===== src/hdl/controlPkg.sv =====
package controlPkg;

	// primary opcode field in instr[31:26]
	typedef enum logic [5:0] {
		OP_RTYPE  = 6'h00,
		OP_REGIMM = 6'h01,
		OP_J      = 6'h02,
		OP_JAL    = 6'h03,
		OP_BEQ    = 6'h04,
		OP_BNE    = 6'h05,
		OP_BLEZ   = 6'h06,
		OP_BGTZ   = 6'h07,
		OP_ADDIU  = 6'h09,
		OP_SLTI   = 6'h0a,
		OP_SLTIU  = 6'h0b,
		OP_ANDI   = 6'h0c,
		OP_ORI    = 6'h0d,
		OP_XORI   = 6'h0e,
		OP_LUI    = 6'h0f,
		OP_LB     = 6'h20,
		OP_LH     = 6'h21,
		OP_LW     = 6'h23,
		OP_LBU    = 6'h24,
		OP_LHU    = 6'h25,
		OP_SB     = 6'h28,
		OP_SH     = 6'h29,
		OP_SW     = 6'h2b
	} opcode_t;

	// R-type function field in instr[5:0]
	typedef enum logic [5:0] {
		FN_SLL  = 6'h00,
		FN_SRL  = 6'h02,
		FN_SRA  = 6'h03,
		FN_JR   = 6'h08,
		FN_JALR = 6'h09,
		FN_ADDU = 6'h21,
		FN_SUBU = 6'h23,
		FN_AND  = 6'h24,
		FN_OR   = 6'h25,
		FN_XOR  = 6'h26,
		FN_NOR  = 6'h27,
		FN_SLT  = 6'h2a,
		FN_SLTU = 6'h2b
	} funct_t;

	typedef enum logic [3:0] {
		ALU_ADDU = 4'd0,
		ALU_SUBU = 4'd1,
		ALU_SLT  = 4'd2,
		ALU_SLTU = 4'd3,
		ALU_AND  = 4'd4,
		ALU_OR   = 4'd5,
		ALU_XOR  = 4'd6,
		ALU_NOR  = 4'd7,
		ALU_LUI  = 4'd8,
		ALU_SLL  = 4'd9,
		ALU_SRL  = 4'd10,
		ALU_SRA  = 4'd11,
		ALU_NONE = 4'd15
	} aluOp_t;

	// memory map by top address nibble
	localparam logic [3:0] DATA_REGION_VALUE  = 4'b0001;
	localparam logic [3:0] DATA_REGION_MASK   = 4'b1001;
	localparam logic [3:0] INSTR_REGION_VALUE = 4'b0010;
	localparam logic [3:0] INSTR_REGION_MASK  = 4'b1010;
	localparam logic [3:0] UART_REGION        = 4'b1000;

	localparam logic [31:0] UART_TX_READY = 32'h8000_0000;
	localparam logic [31:0] UART_RX_VALID = 32'h8000_0004;
	localparam logic [31:0] UART_TX_DATA  = 32'h8000_0008;
	localparam logic [31:0] UART_RX_DATA  = 32'h8000_000c;

	typedef struct packed {
		opcode_t    opcode;
		funct_t     funct;
		logic [4:0] rs;
		logic [4:0] rt;
	} fetchCtrl_t;

	typedef struct packed {
		opcode_t     opcode;
		funct_t      funct;
		logic [4:0]  rs;
		logic [4:0]  rt;
		logic [31:0] rd1;
		logic [31:0] rd2;
		logic [31:0] aluOut;
		logic [1:0]  byteOffset;
	} exeCtrl_t;

	typedef struct packed {
		logic [31:0] aluOut;
		logic [4:0]  wa;
		logic        regWrite;
	} memCtrl_t;

	typedef struct packed {
		logic memToReg;
		logic regWrite;
		logic extType;
		logic aluSrc;
		logic regDst;
		logic jump;
		logic jr;
		logic jal;
	} decodeCtrl_t;

	typedef struct packed {
		logic aFromMtoE;
		logic bFromMtoE;
		logic aFromMtoF;
		logic bFromMtoF;
	} fwdSel_t;

endpackage


===== src/hdl/mainDecoder.sv =====
`timescale 1ns/1ps

module mainDecoder (
	input  controlPkg::opcode_t     opcode,
	input  controlPkg::funct_t      funct,
	input  logic [31:0]             memAddr,
	output controlPkg::decodeCtrl_t ctrl
);
	import controlPkg::*;

	logic [3:0] memRegion;
	logic       legalRead;

	assign memRegion = memAddr[31:28];
	// loads may only hit data memory or the UART
	assign legalRead = ((memRegion & DATA_REGION_MASK) == DATA_REGION_VALUE) ||
		(memRegion == UART_REGION);

	always_comb begin
		ctrl = '0;
		case (opcode)
			OP_RTYPE: begin
				ctrl.regDst = 1'b1;
				ctrl.regWrite = (funct != FN_JR);
				ctrl.jr = (funct == FN_JR) || (funct == FN_JALR);
				ctrl.jal = (funct == FN_JALR);
			end
			OP_LB, OP_LH, OP_LW, OP_LBU, OP_LHU: begin
				ctrl.memToReg = 1'b1;
				ctrl.aluSrc = 1'b1;
				// illegal read address blocks the writeback
				ctrl.regWrite = legalRead;
			end
			OP_SB, OP_SH, OP_SW: begin
				ctrl.memToReg = 1'b1;
				ctrl.aluSrc = 1'b1;
			end
			OP_ADDIU, OP_SLTI, OP_SLTIU: begin
				ctrl.aluSrc = 1'b1;
				ctrl.regWrite = 1'b1;
			end
			OP_ANDI, OP_ORI, OP_XORI: begin
				ctrl.aluSrc = 1'b1;
				ctrl.regWrite = 1'b1;
				// logical immediates are zero extended
				ctrl.extType = 1'b1;
			end
			OP_LUI: begin
				ctrl.aluSrc = 1'b1;
				ctrl.regWrite = 1'b1;
			end
			OP_J: begin
				ctrl.jump = 1'b1;
			end
			OP_JAL: begin
				ctrl.jump = 1'b1;
				ctrl.jal = 1'b1;
				ctrl.regWrite = 1'b1;
				ctrl.regDst = 1'b1;
			end
			default: begin
				// branches and unknown opcodes
				ctrl = '0;
			end
		endcase
	end

endmodule


===== src/hdl/aluDecoder.sv =====
`timescale 1ns/1ps

module aluDecoder (
	input  controlPkg::opcode_t opcode,
	input  controlPkg::funct_t  funct,
	output controlPkg::aluOp_t  aluOp
);
	import controlPkg::*;

	always_comb begin
		aluOp = ALU_NONE;
		case (opcode)
			OP_RTYPE: begin
				case (funct)
					FN_SLL:  aluOp = ALU_SLL;
					FN_SRL:  aluOp = ALU_SRL;
					FN_SRA:  aluOp = ALU_SRA;
					FN_ADDU: aluOp = ALU_ADDU;
					FN_SUBU: aluOp = ALU_SUBU;
					FN_AND:  aluOp = ALU_AND;
					FN_OR:   aluOp = ALU_OR;
					FN_XOR:  aluOp = ALU_XOR;
					FN_NOR:  aluOp = ALU_NOR;
					FN_SLT:  aluOp = ALU_SLT;
					FN_SLTU: aluOp = ALU_SLTU;
					// jr and jalr need no ALU
					default: aluOp = ALU_NONE;
				endcase
			end
			// address generation
			OP_LB, OP_LH, OP_LW, OP_LBU, OP_LHU: aluOp = ALU_ADDU;
			OP_SB, OP_SH, OP_SW: aluOp = ALU_ADDU;
			OP_ADDIU: aluOp = ALU_ADDU;
			OP_SLTI:  aluOp = ALU_SLT;
			OP_SLTIU: aluOp = ALU_SLTU;
			OP_ANDI:  aluOp = ALU_AND;
			OP_ORI:   aluOp = ALU_OR;
			OP_XORI:  aluOp = ALU_XOR;
			OP_LUI:   aluOp = ALU_LUI;
			OP_BEQ, OP_BNE, OP_BLEZ, OP_BGTZ, OP_REGIMM: aluOp = ALU_SUBU;
			default: aluOp = ALU_NONE;
		endcase
	end

endmodule


===== src/hdl/writeEnableCtrl.sv =====
`timescale 1ns/1ps

module writeEnableCtrl #(
	parameter logic [3:0] regionValue = controlPkg::DATA_REGION_VALUE,
	parameter logic [3:0] regionMask  = controlPkg::DATA_REGION_MASK
) (
	input  controlPkg::opcode_t opcode,
	input  logic [1:0]          byteOffset,
	input  logic [31:0]         addr,
	output logic [3:0]          writeEn
);
	import controlPkg::*;

	logic inRegion;

	// the mask clears the don't-care bits of the nibble
	assign inRegion = ((addr[31:28] & regionMask) == regionValue);

	always_comb begin
		writeEn = 4'b0000;
		if (inRegion) begin
			case (opcode)
				OP_SB: writeEn = 4'b0001 << byteOffset;
				OP_SH: writeEn = byteOffset[1] ? 4'b1100 : 4'b0011;
				OP_SW: writeEn = 4'b1111;
				default: writeEn = 4'b0000;
			endcase
		end
	end

endmodule


===== src/hdl/branchCtrl.sv =====
`timescale 1ns/1ps

module branchCtrl (
	input  controlPkg::opcode_t opcode,
	input  logic [4:0]          rt,
	input  logic [31:0]         rd1,
	input  logic [31:0]         rd2,
	output logic                taken
);
	import controlPkg::*;

	logic isZero;
	logic isNeg;

	assign isZero = (rd1 == 32'd0);
	assign isNeg = rd1[31];

	always_comb begin
		case (opcode)
			OP_BEQ:  taken = (rd1 == rd2);
			OP_BNE:  taken = (rd1 != rd2);
			OP_BLEZ: taken = isNeg || isZero;
			OP_BGTZ: taken = !isNeg && !isZero;
			// rt[0] picks bgez over bltz
			OP_REGIMM: taken = rt[0] ? !isNeg : isNeg;
			default: taken = 1'b0;
		endcase
	end

endmodule


===== src/hdl/hazardCtrl.sv =====
`timescale 1ns/1ps

module hazardCtrl (
	input  logic [4:0]          rsF,
	input  logic [4:0]          rtF,
	input  logic [4:0]          rsE,
	input  logic [4:0]          rtE,
	input  logic [4:0]          waM,
	input  logic                regWriteM,
	output controlPkg::fwdSel_t fwd
);

	logic mWrites;

	// $zero is never a forwarding source
	assign mWrites = regWriteM && (waM != 5'd0);

	assign fwd.aFromMtoE = mWrites && (waM == rsE);
	assign fwd.bFromMtoE = mWrites && (waM == rtE);
	assign fwd.aFromMtoF = mWrites && (waM == rsF);
	assign fwd.bFromMtoF = mWrites && (waM == rtF);

endmodule


===== src/hdl/uartCtrl.sv =====
`timescale 1ns/1ps

module uartCtrl (
	input  controlPkg::opcode_t opcode,
	input  logic [31:0]         addr,
	input  logic                dataInReady,
	input  logic                dataOutValid,
	input  logic [7:0]          uartRxData,
	output logic                uartSel,
	output logic                dataInValid,
	output logic                dataOutReady,
	output logic [31:0]         uartReadData
);
	import controlPkg::*;

	logic isLoad;
	logic isStore;

	assign isLoad = (opcode == OP_LB) || (opcode == OP_LH) || (opcode == OP_LW) ||
		(opcode == OP_LBU) || (opcode == OP_LHU);
	// only byte and word stores reach the tx register
	assign isStore = (opcode == OP_SB) || (opcode == OP_SW);

	assign uartSel = isLoad && (addr[31:28] == UART_REGION);
	assign dataInValid = isStore && (addr == UART_TX_DATA);
	// pop the rx byte as it is read
	assign dataOutReady = isLoad && (addr == UART_RX_DATA);

	always_comb begin
		uartReadData = 32'd0;
		if (isLoad) begin
			case (addr)
				UART_TX_READY: uartReadData = {31'd0, dataInReady};
				UART_RX_VALID: uartReadData = {31'd0, dataOutValid};
				UART_RX_DATA:  uartReadData = {24'd0, uartRxData};
				default:       uartReadData = 32'd0;
			endcase
		end
	end

endmodule


===== src/hdl/control.sv =====
`timescale 1ns/1ps

module control #(
	parameter logic [3:0] dataRegionValue  = controlPkg::DATA_REGION_VALUE,
	parameter logic [3:0] dataRegionMask   = controlPkg::DATA_REGION_MASK,
	parameter logic [3:0] instrRegionValue = controlPkg::INSTR_REGION_VALUE,
	parameter logic [3:0] instrRegionMask  = controlPkg::INSTR_REGION_MASK
) (
	input  controlPkg::fetchCtrl_t  fetch,
	input  controlPkg::exeCtrl_t    exe,
	input  controlPkg::memCtrl_t    mem,
	input  logic                    dataInReady,
	input  logic                    dataOutValid,
	input  logic [7:0]              uartRxData,
	output controlPkg::decodeCtrl_t ctrl,
	output controlPkg::aluOp_t      aluOp,
	output logic [3:0]              dataMemWriteEn,
	output logic [3:0]              instrMemWriteEn,
	output logic                    branchTaken,
	output controlPkg::fwdSel_t     fwd,
	output logic                    uartSel,
	output logic                    dataInValid,
	output logic                    dataOutReady,
	output logic [31:0]             uartReadData
);

	// F stage decode checks loads against the M stage address
	mainDecoder mainDecoder0 (
		.opcode(fetch.opcode),
		.funct(fetch.funct),
		.memAddr(mem.aluOut),
		.ctrl(ctrl)
	);

	aluDecoder aluDecoder0 (
		.opcode(exe.opcode),
		.funct(exe.funct),
		.aluOp(aluOp)
	);

	writeEnableCtrl #(
		.regionValue(dataRegionValue),
		.regionMask(dataRegionMask)
	) dataWriteEn0 (
		.opcode(exe.opcode),
		.byteOffset(exe.byteOffset),
		.addr(exe.aluOut),
		.writeEn(dataMemWriteEn)
	);

	// instruction memory is writable for self-loading code
	writeEnableCtrl #(
		.regionValue(instrRegionValue),
		.regionMask(instrRegionMask)
	) instrWriteEn0 (
		.opcode(exe.opcode),
		.byteOffset(exe.byteOffset),
		.addr(exe.aluOut),
		.writeEn(instrMemWriteEn)
	);

	branchCtrl branchCtrl0 (
		.opcode(exe.opcode),
		.rt(exe.rt),
		.rd1(exe.rd1),
		.rd2(exe.rd2),
		.taken(branchTaken)
	);

	hazardCtrl hazardCtrl0 (
		.rsF(fetch.rs),
		.rtF(fetch.rt),
		.rsE(exe.rs),
		.rtE(exe.rt),
		.waM(mem.wa),
		.regWriteM(mem.regWrite),
		.fwd(fwd)
	);

	uartCtrl uartCtrl0 (
		.opcode(exe.opcode),
		.addr(exe.aluOut),
		.dataInReady(dataInReady),
		.dataOutValid(dataOutValid),
		.uartRxData(uartRxData),
		.uartSel(uartSel),
		.dataInValid(dataInValid),
		.dataOutReady(dataOutReady),
		.uartReadData(uartReadData)
	);

endmodule


===== config.mk =====
export PLATFORM = sky130hd
export DESIGN_NAME = control
export DESIGN_NICKNAME = d
export VERILOG_FILES = /design/src/hdl/controlPkg.sv /design/src/hdl/mainDecoder.sv /design/src/hdl/aluDecoder.sv /design/src/hdl/writeEnableCtrl.sv /design/src/hdl/branchCtrl.sv /design/src/hdl/hazardCtrl.sv /design/src/hdl/uartCtrl.sv /design/src/hdl/control.sv
export SDC_FILE = /design/constraint.sdc
export NUM_CORES = 1
export LEC_CHECK = 0
export ABC_AREA = 1
export BUFFER_PORTS_ARGS = -buffer_cell sky130_fd_sc_hd__clkbuf_2
export CAP_MARGIN = 20
export CORE_AREA = 2 2 98 100
export DETAILED_ROUTE_END_ITERATION = 8
export DIE_AREA = 0 0 100 102
export PLACE_DENSITY = 0.56
export SYNTH_ARGS = -nofsm -noshare
export SYNTH_HDL_FRONTEND = slang
export SYNTH_SLANG_ARGS = --single-unit

===== constraint.sdc =====
create_clock -name vclk -period 5.2
set_input_delay 1.56 -clock vclk [all_inputs]
set_output_delay 1.56 -clock vclk [all_outputs]
set_load 0.03 [all_outputs]

==> results of run 1 <==
[final timing paths]
check | start | endpoint | slack [ns]
setup / recovery | exe[119] | aluOp[0] | 0.84
hold / removal | uartRxData[2] | uartReadData[2] | 3.44
[layer usage]
layer,GRT usage [%],vias up,share of wire [%]
met5,0,-,0
met4,0.421,0,0.14
met3,1.23,2,9.0
met2,26.2,141,52
met1,13.7,1250,38
li1,-,1578,-
[cells by family after synthesis]
logic type	share of synthesized area (%)
simple gates	52.7
buf+inv	21.2
other cells	0.182
compound gates	7.28
xor+xnor	18.7
[area by class of cell]
| type | instances | area [um^2] |
|---|---|---|
| well taps | 111 | 139 |
| repair buffers | 198 | 991 |
| multi-input cells | 331 | 1710 |
| inverters | 63 | 238 |
| fillers | 1015 | 6030 |
[Yosys cell counts (3+ instances only)]
cell       n  area share, %
a21oi_1    4           0.97
buf_4     24            8.7
o211ai_1   3            1.1
nor2_4     5            2.7
xnor2_1   39             17
nor3_1    10            2.4
o21ai_1    4           0.97
nor2_2     5            1.5
nand3b_1   3            1.1
xor2_1     5            2.1
nand2_1   94             17
nor2_1    75             14
inv_1     58             11
clkbuf_1   3           0.55
nand2_2    3           0.91
o21ai_0    6            1.5
inv_2      4           0.73
nand4_1   16            4.9
nand3_1   20            4.9
[critical path: cells and delay by family]
kind,cells,cell delay (ns)
AND/OR/NAND/NOR,5,0.82
buffers and inverters,3,0.42
[per-stage QoR]
step	power, mW	hold slack [ns]	instance area, um^2
global placement	0.217	3.44	3080
CTS	0.222	3.44	3080
floorplan	0.139	3.27	2150
global route	0.245	3.46	3080
detailed placement	0.221	3.44	3080
finish	0.220	3.44	3080
[layout by cell type (no fill, tap or decap), types with 2 or more instances in the layout]
master    Yosys  layout
conb_1        1      24
nor2_1       75      75
nand2_1      94      94
nand3b_1      3       3
nor3b_1       2       2
nor2_2        5       5
nand4_1      16      16
or2_1         2       2
nand2_2       3       3
o21ai_1       4       4
inv_2         4       4
nor3_1       10      10
xnor2_1      39      39
nand3_1      20      20
o211ai_1      3       3
xor2_1        5       5
nor2_4        5       5
clkbuf_2      0     198
inv_1        58      58
o21ai_0       6       6
a21oi_1       4       4
[where the power goes]
group / leakage, nW / switching (mW) / internal (mW) / total (mW)
Combinational: 1.82 / 0.127 / 0.0926 / 0.220
Clock: 0 / 0 / 0 / 0
Sequential: 0 / 0 / 0 / 0
==> flow_results.xml, run 1 <==
<?xml version="1.0" encoding="UTF-8"?>
<metrics>
  <group name="yosys">
    <metric name="synthesis.instances" unit="">400</metric>
    <metric name="synth_seq_area_share" unit="%">0</metric>
    <metric name="synthDistinctLibCells" unit="">35</metric>
    <metric name="post_synth_instance_area" unit="um^2">2060</metric>
    <metric name="postSynthAreaPerCell" unit="um^2">5.16</metric>
    <metric name="yosysWarningCount" unit="">0</metric>
  </group>
  <group name="power_and_ir_drop">
    <metric name="p_leak" unit="nW">1.82</metric>
    <metric name="power-per-cell-area" unit="nW/um^2">71.3</metric>
    <metric name="worst_ir_drop_vdd" unit="mV">0.0362</metric>
  </group>
  <group name="place">
    <metric name="port_buffers" unit="">198</metric>
    <metric name="dp.final_hpwl" unit="mm">6.51</metric>
    <metric name="place_ws" unit="ns">0.827</metric>
    <metric name="dp_cells" unit="">703</metric>
    <metric name="place_congestion" unit="">0.836</metric>
  </group>
  <group name="job">
    <metric name="drv.max_cap_violation_count" unit="">0</metric>
  </group>
  <group name="global_route">
    <metric name="global_route.overflow_total" unit="">0</metric>
    <metric name="grt_first_pass_wirelength" unit="mm">10.9</metric>
    <metric name="grt_antenna_before_repair" unit="">0</metric>
    <metric name="grt_pass1_vias" unit="">2731</metric>
    <metric name="grt_max_degree" unit="">10</metric>
    <metric name="grt_usage" unit="%">12.3</metric>
  </group>
  <group name="detailed_routing">
    <metric name="drt_wl_total" unit="mm">6.91</metric>
    <metric name="route.detailed.wl_per_inst" unit="um">9.83</metric>
    <metric name="dr_total_vias" unit="">2971</metric>
    <metric name="detail_route.drc_violations" unit="">0</metric>
    <metric name="antenna_left" unit="">0</metric>
    <metric name="detail_route.vias_per_cell" unit="">4.23</metric>
    <metric name="drt_iter0_drc" unit="">55</metric>
    <metric name="detailedRoute.firstPassIterationCount" unit="">6</metric>
  </group>
  <group name="layout">
    <metric name="n_sequential_cell" unit="">0</metric>
    <metric name="area_delta_synth_final" unit="%">49.3</metric>
    <metric name="layout-drive-gt1-share" unit="%">37.5</metric>
    <metric name="finish.net_count" unit="">784</metric>
    <metric name="final_core_utilization" unit="%">33.8</metric>
    <metric name="regArea" unit="um^2">0</metric>
    <metric name="diodes" unit="">0</metric>
    <metric name="fin_cells" unit="">703</metric>
    <metric name="clock_buffer_count" unit="">0</metric>
  </group>
  <group name="die">
    <metric name="core" unit="um^2">9110</metric>
    <metric name="num_io_pins" unit="">250</metric>
    <metric name="die-area" unit="um^2">10200</metric>
    <metric name="die_y" unit="um">102</metric>
    <metric name="placementRows" unit="">35</metric>
    <metric name="floorplan.initialDensity" unit="%">22.7</metric>
    <metric name="chip_width" unit="um">100</metric>
  </group>
  <group name="critical_path">
    <metric name="worstPathCellList" unit="">clkbuf_2 &gt; nor2_4 &gt; inv_1 &gt; nor3_1 &gt; nor3_1 &gt; nand3_2 &gt; nand3_1 &gt; clkbuf_2</metric>
    <metric name="timing.critical_path.slowest_stage_cell" unit="">nor3_1</metric>
    <metric name="critical_path.max_fanout" unit="">9</metric>
    <metric name="worstSetupPathType" unit="">in2out</metric>
    <metric name="critical_path.startpoint_type" unit="">input pin</metric>
    <metric name="crit_arrival" unit="ns">2.80</metric>
    <metric name="critical_path_required" unit="ns">3.64</metric>
    <metric name="crit_path_end_kind" unit="">output port</metric>
    <metric name="crit_path_max_incr_delay" unit="ns">0.27</metric>
  </group>
  <group name="sta">
    <metric name="timing.final.setup_violations" unit="">0</metric>
    <metric name="post-route-period-util" unit="%">83.8</metric>
    <metric name="rsz0062_at_grt" unit="">false</metric>
    <metric name="final_worst_path_period_need" unit="ns">4.36</metric>
    <metric name="drv_slew" unit="">0</metric>
    <metric name="finalWorstSetupSlack" unit="ns">0.843</metric>
    <metric name="fmaxAchievable" unit="MHz">230</metric>
    <metric name="fin_setup_tns" unit="ns">0</metric>
    <metric name="timing_hold_violations_final" unit="">0</metric>
  </group>
  <group name="cts">
    <metric name="cts_resized" unit="">0</metric>
    <metric name="postCtsSetupBuffers" unit="">0</metric>
    <metric name="cts.hold.buffers_added" unit="">0</metric>
  </group>
  <group name="worst_hold_path">
    <metric name="hold_crit_path_type" unit="">in2out</metric>
    <metric name="hold_depth" unit="">4</metric>
  </group>
  <group name="outcome">
    <metric name="status" unit="">complete, no violations</metric>
  </group>
</metrics>
No activity file was read; power rests on OpenSTA's default activity.
==> run 2, diff against run 1 <==
--- a/config.mk
+++ b/config.mk
@@ -11,7 +11,7 @@
 export CORE_AREA = 2 2 98 100
 export DETAILED_ROUTE_END_ITERATION = 8
 export DIE_AREA = 0 0 100 102
-export PLACE_DENSITY = 0.56
+export PLACE_DENSITY = 0.58
 export SYNTH_ARGS = -nofsm -noshare
 export SYNTH_HDL_FRONTEND = slang
 export SYNTH_SLANG_ARGS = --single-unit
==> constraint.sdc (replaced) <==
create_clock -name vclk -period 3.96
set_input_delay 1.188 -clock vclk [all_inputs]
set_output_delay 1.188 -clock vclk [all_outputs]
set_load 0.03 [all_outputs]
==> flow_results.xml, run 2 (same netlist as run 1, synthesis figures left out) <==
<?xml version="1.0" encoding="UTF-8"?>
<metrics>
  <group name="sta">
    <metric name="drv_slew" unit="">0</metric>
    <metric name="rsz0062_at_grt" unit="">false</metric>
    <metric name="timing_hold_violations_final" unit="">0</metric>
    <metric name="post-route-period-util" unit="%">91.6</metric>
    <metric name="timing.final.setup_violations" unit="">0</metric>
    <metric name="fmaxAchievable" unit="MHz">276</metric>
    <metric name="final_worst_path_period_need" unit="ns">3.63</metric>
    <metric name="fin_setup_tns" unit="ns">0</metric>
  </group>
  <group name="detailed_routing">
    <metric name="antenna_left" unit="">0</metric>
    <metric name="detailedRoute.firstPassIterationCount" unit="">4</metric>
    <metric name="detail_route.drc_violations" unit="">0</metric>
    <metric name="route.detailed.wl_per_inst" unit="um">9.77</metric>
    <metric name="drt_wl_total" unit="mm">6.87</metric>
    <metric name="dr_total_vias" unit="">2967</metric>
    <metric name="drt_iter0_drc" unit="">50</metric>
    <metric name="detail_route.vias_per_cell" unit="">4.22</metric>
  </group>
  <group name="global_route">
    <metric name="grt_usage" unit="%">12.3</metric>
    <metric name="grt_first_pass_wirelength" unit="mm">10.8</metric>
    <metric name="grt_antenna_before_repair" unit="">0</metric>
    <metric name="grt_pass1_vias" unit="">2713</metric>
    <metric name="global_route.overflow_total" unit="">0</metric>
    <metric name="grt_max_degree" unit="">10</metric>
  </group>
  <group name="layout">
    <metric name="layout-drive-gt1-share" unit="%">37.5</metric>
    <metric name="layout.cells.most_common" unit="">clkbuf_2</metric>
    <metric name="combined_area_of_the_multi_input_logic_cells" unit="um^2">1710</metric>
    <metric name="most-common-layout-cells" unit="">clkbuf_2, nand2_1, nor2_1, inv_1, xnor2_1</metric>
    <metric name="diodes" unit="">0</metric>
    <metric name="clock_buffer_count" unit="">0</metric>
    <metric name="fillerInstances" unit="">1031</metric>
    <metric name="finish.net_count" unit="">784</metric>
    <metric name="area_delta_synth_final" unit="%">49.3</metric>
    <metric name="regArea" unit="um^2">0</metric>
    <metric name="n_sequential_cell" unit="">0</metric>
  </group>
  <group name="critical_path">
    <metric name="worstPathCellList" unit="">clkbuf_2 &gt; nor2_1 &gt; nand2_1 &gt; nor2_1 &gt; nand3_1 &gt; nor2_1 &gt; nand2_4 &gt; nor2_1 &gt; clkbuf_2</metric>
    <metric name="timing.critical_path.slowest_stage_cell" unit="">clkbuf_2</metric>
    <metric name="critical_path.max_fanout" unit="">8</metric>
    <metric name="crit_path_end_kind" unit="">output port</metric>
    <metric name="critical_path_required" unit="ns">2.77</metric>
    <metric name="critical_path.startpoint_type" unit="">input pin</metric>
    <metric name="crit_arrival" unit="ns">2.44</metric>
    <metric name="worstSetupPathType" unit="">in2out</metric>
    <metric name="worst_path_most_repeated_cell" unit="">nor2_1</metric>
    <metric name="crit_path_max_incr_delay" unit="ns">0.23</metric>
  </group>
  <group name="power_and_ir_drop">
    <metric name="power.combinational.fraction" unit="%">100.0</metric>
    <metric name="clkPwrFrac" unit="%">0</metric>
    <metric name="switching_power" unit="mW">0.167</metric>
    <metric name="worst_ir_drop_vdd" unit="mV">0.0390</metric>
    <metric name="swShare" unit="%">57.8</metric>
    <metric name="total_power" unit="mW">0.288</metric>
    <metric name="internal-power" unit="mW">0.122</metric>
    <metric name="share_seq_of_total_power" unit="%">0</metric>
    <metric name="p_leak" unit="nW">1.82</metric>
    <metric name="power-per-cell-area" unit="nW/um^2">93.6</metric>
  </group>
  <group name="place">
    <metric name="port_buffers" unit="">198</metric>
    <metric name="place_congestion" unit="">0.860</metric>
    <metric name="dp.final_hpwl" unit="mm">6.42</metric>
  </group>
  <group name="cts">
    <metric name="postCtsSetupBuffers" unit="">0</metric>
    <metric name="cts.hold.buffers_added" unit="">0</metric>
    <metric name="cts_resized" unit="">0</metric>
  </group>
  <group name="die">
    <metric name="num_io_pins" unit="">250</metric>
    <metric name="chip_width" unit="um">100</metric>
    <metric name="floorplan.initialDensity" unit="%">22.7</metric>
    <metric name="die-area" unit="um^2">10200</metric>
    <metric name="placementRows" unit="">35</metric>
    <metric name="core" unit="um^2">9110</metric>
    <metric name="die_y" unit="um">102</metric>
  </group>
  <group name="worst_hold_path">
    <metric name="hold_crit_path_type" unit="">in2out</metric>
  </group>
  <group name="outcome">
    <metric name="status" unit="">complete, no violations</metric>
  </group>
  <group name="job">
    <metric name="drv.max_cap_violation_count" unit="">0</metric>
  </group>
</metrics>
## run 2: cell counts in the layout (fill, tap and decap cells not counted)
No cell type changed its count.
## run 2: final cells by class
cell class | instances | share of cell area (%)
Inverter | 63 | 7.72
Multi-Input combinational cell | 331 | 55.6
Tap cell | 111 | 4.51
Timing Repair Buffer | 198 | 32.2
## run 2: path summary, 6_finish.rpt
check	start	end	slack [ns]	cells after the start
worst max-delay path	exe[15]	uartReadData[7]	0.33	9
worst min-delay path	uartRxData[5]	uartReadData[5]	2.69	4
## run 2: metrics by stage
| step | util (%) | setup slack (ns) | instances | hold slack [ns] | instance area [um^2] |
|---|---|---|---|---|---|
| finish | 33.8 | 0.331 | 703 | 2.69 | 3080 |
| global route | 33.8 | 0.156 | 703 | 2.71 | 3080 |
| CTS | 33.8 | 0.308 | 703 | 2.70 | 3080 |
| detailed placement | 33.8 | 0.318 | 703 | 2.70 | 3080 |
| global placement | 33.8 | 0.362 | 703 | 2.69 | 3080 |
| floorplan | - | 0.177 | 423 | 2.53 | 2150 |
## run 2: layer usage
metal  GRT usage, %  wire, um  vias up
met4           1.16        30        0
li1               -         -     1581
met5              0         0        -
met2           25.4      3540      151
met1           14.1      2710     1231
met3          0.958       587        4
## run 2: power groups by stage
| stage | Combinational [mW] | Sequential, mW | Clock, mW |
|---|---|---|---|
| 6_report | 0.288 | 0 | 0 |
| 5_1_grt | 0.322 | 0 | 0 |
| 4_1_cts | 0.290 | 0 | 0 |
| 3_5_place_dp | 0.289 | 0 | 0 |
| 3_3_place_gp | 0.285 | 0 | 0 |
| 2_1_floorplan | 0.182 | 0 | 0 |
## run 2: worst max-delay path, delay by kind of cell
kind,cells,cell delay (ns)
AND/OR/NAND/NOR,7,0.95
buffers and inverters,2,0.31
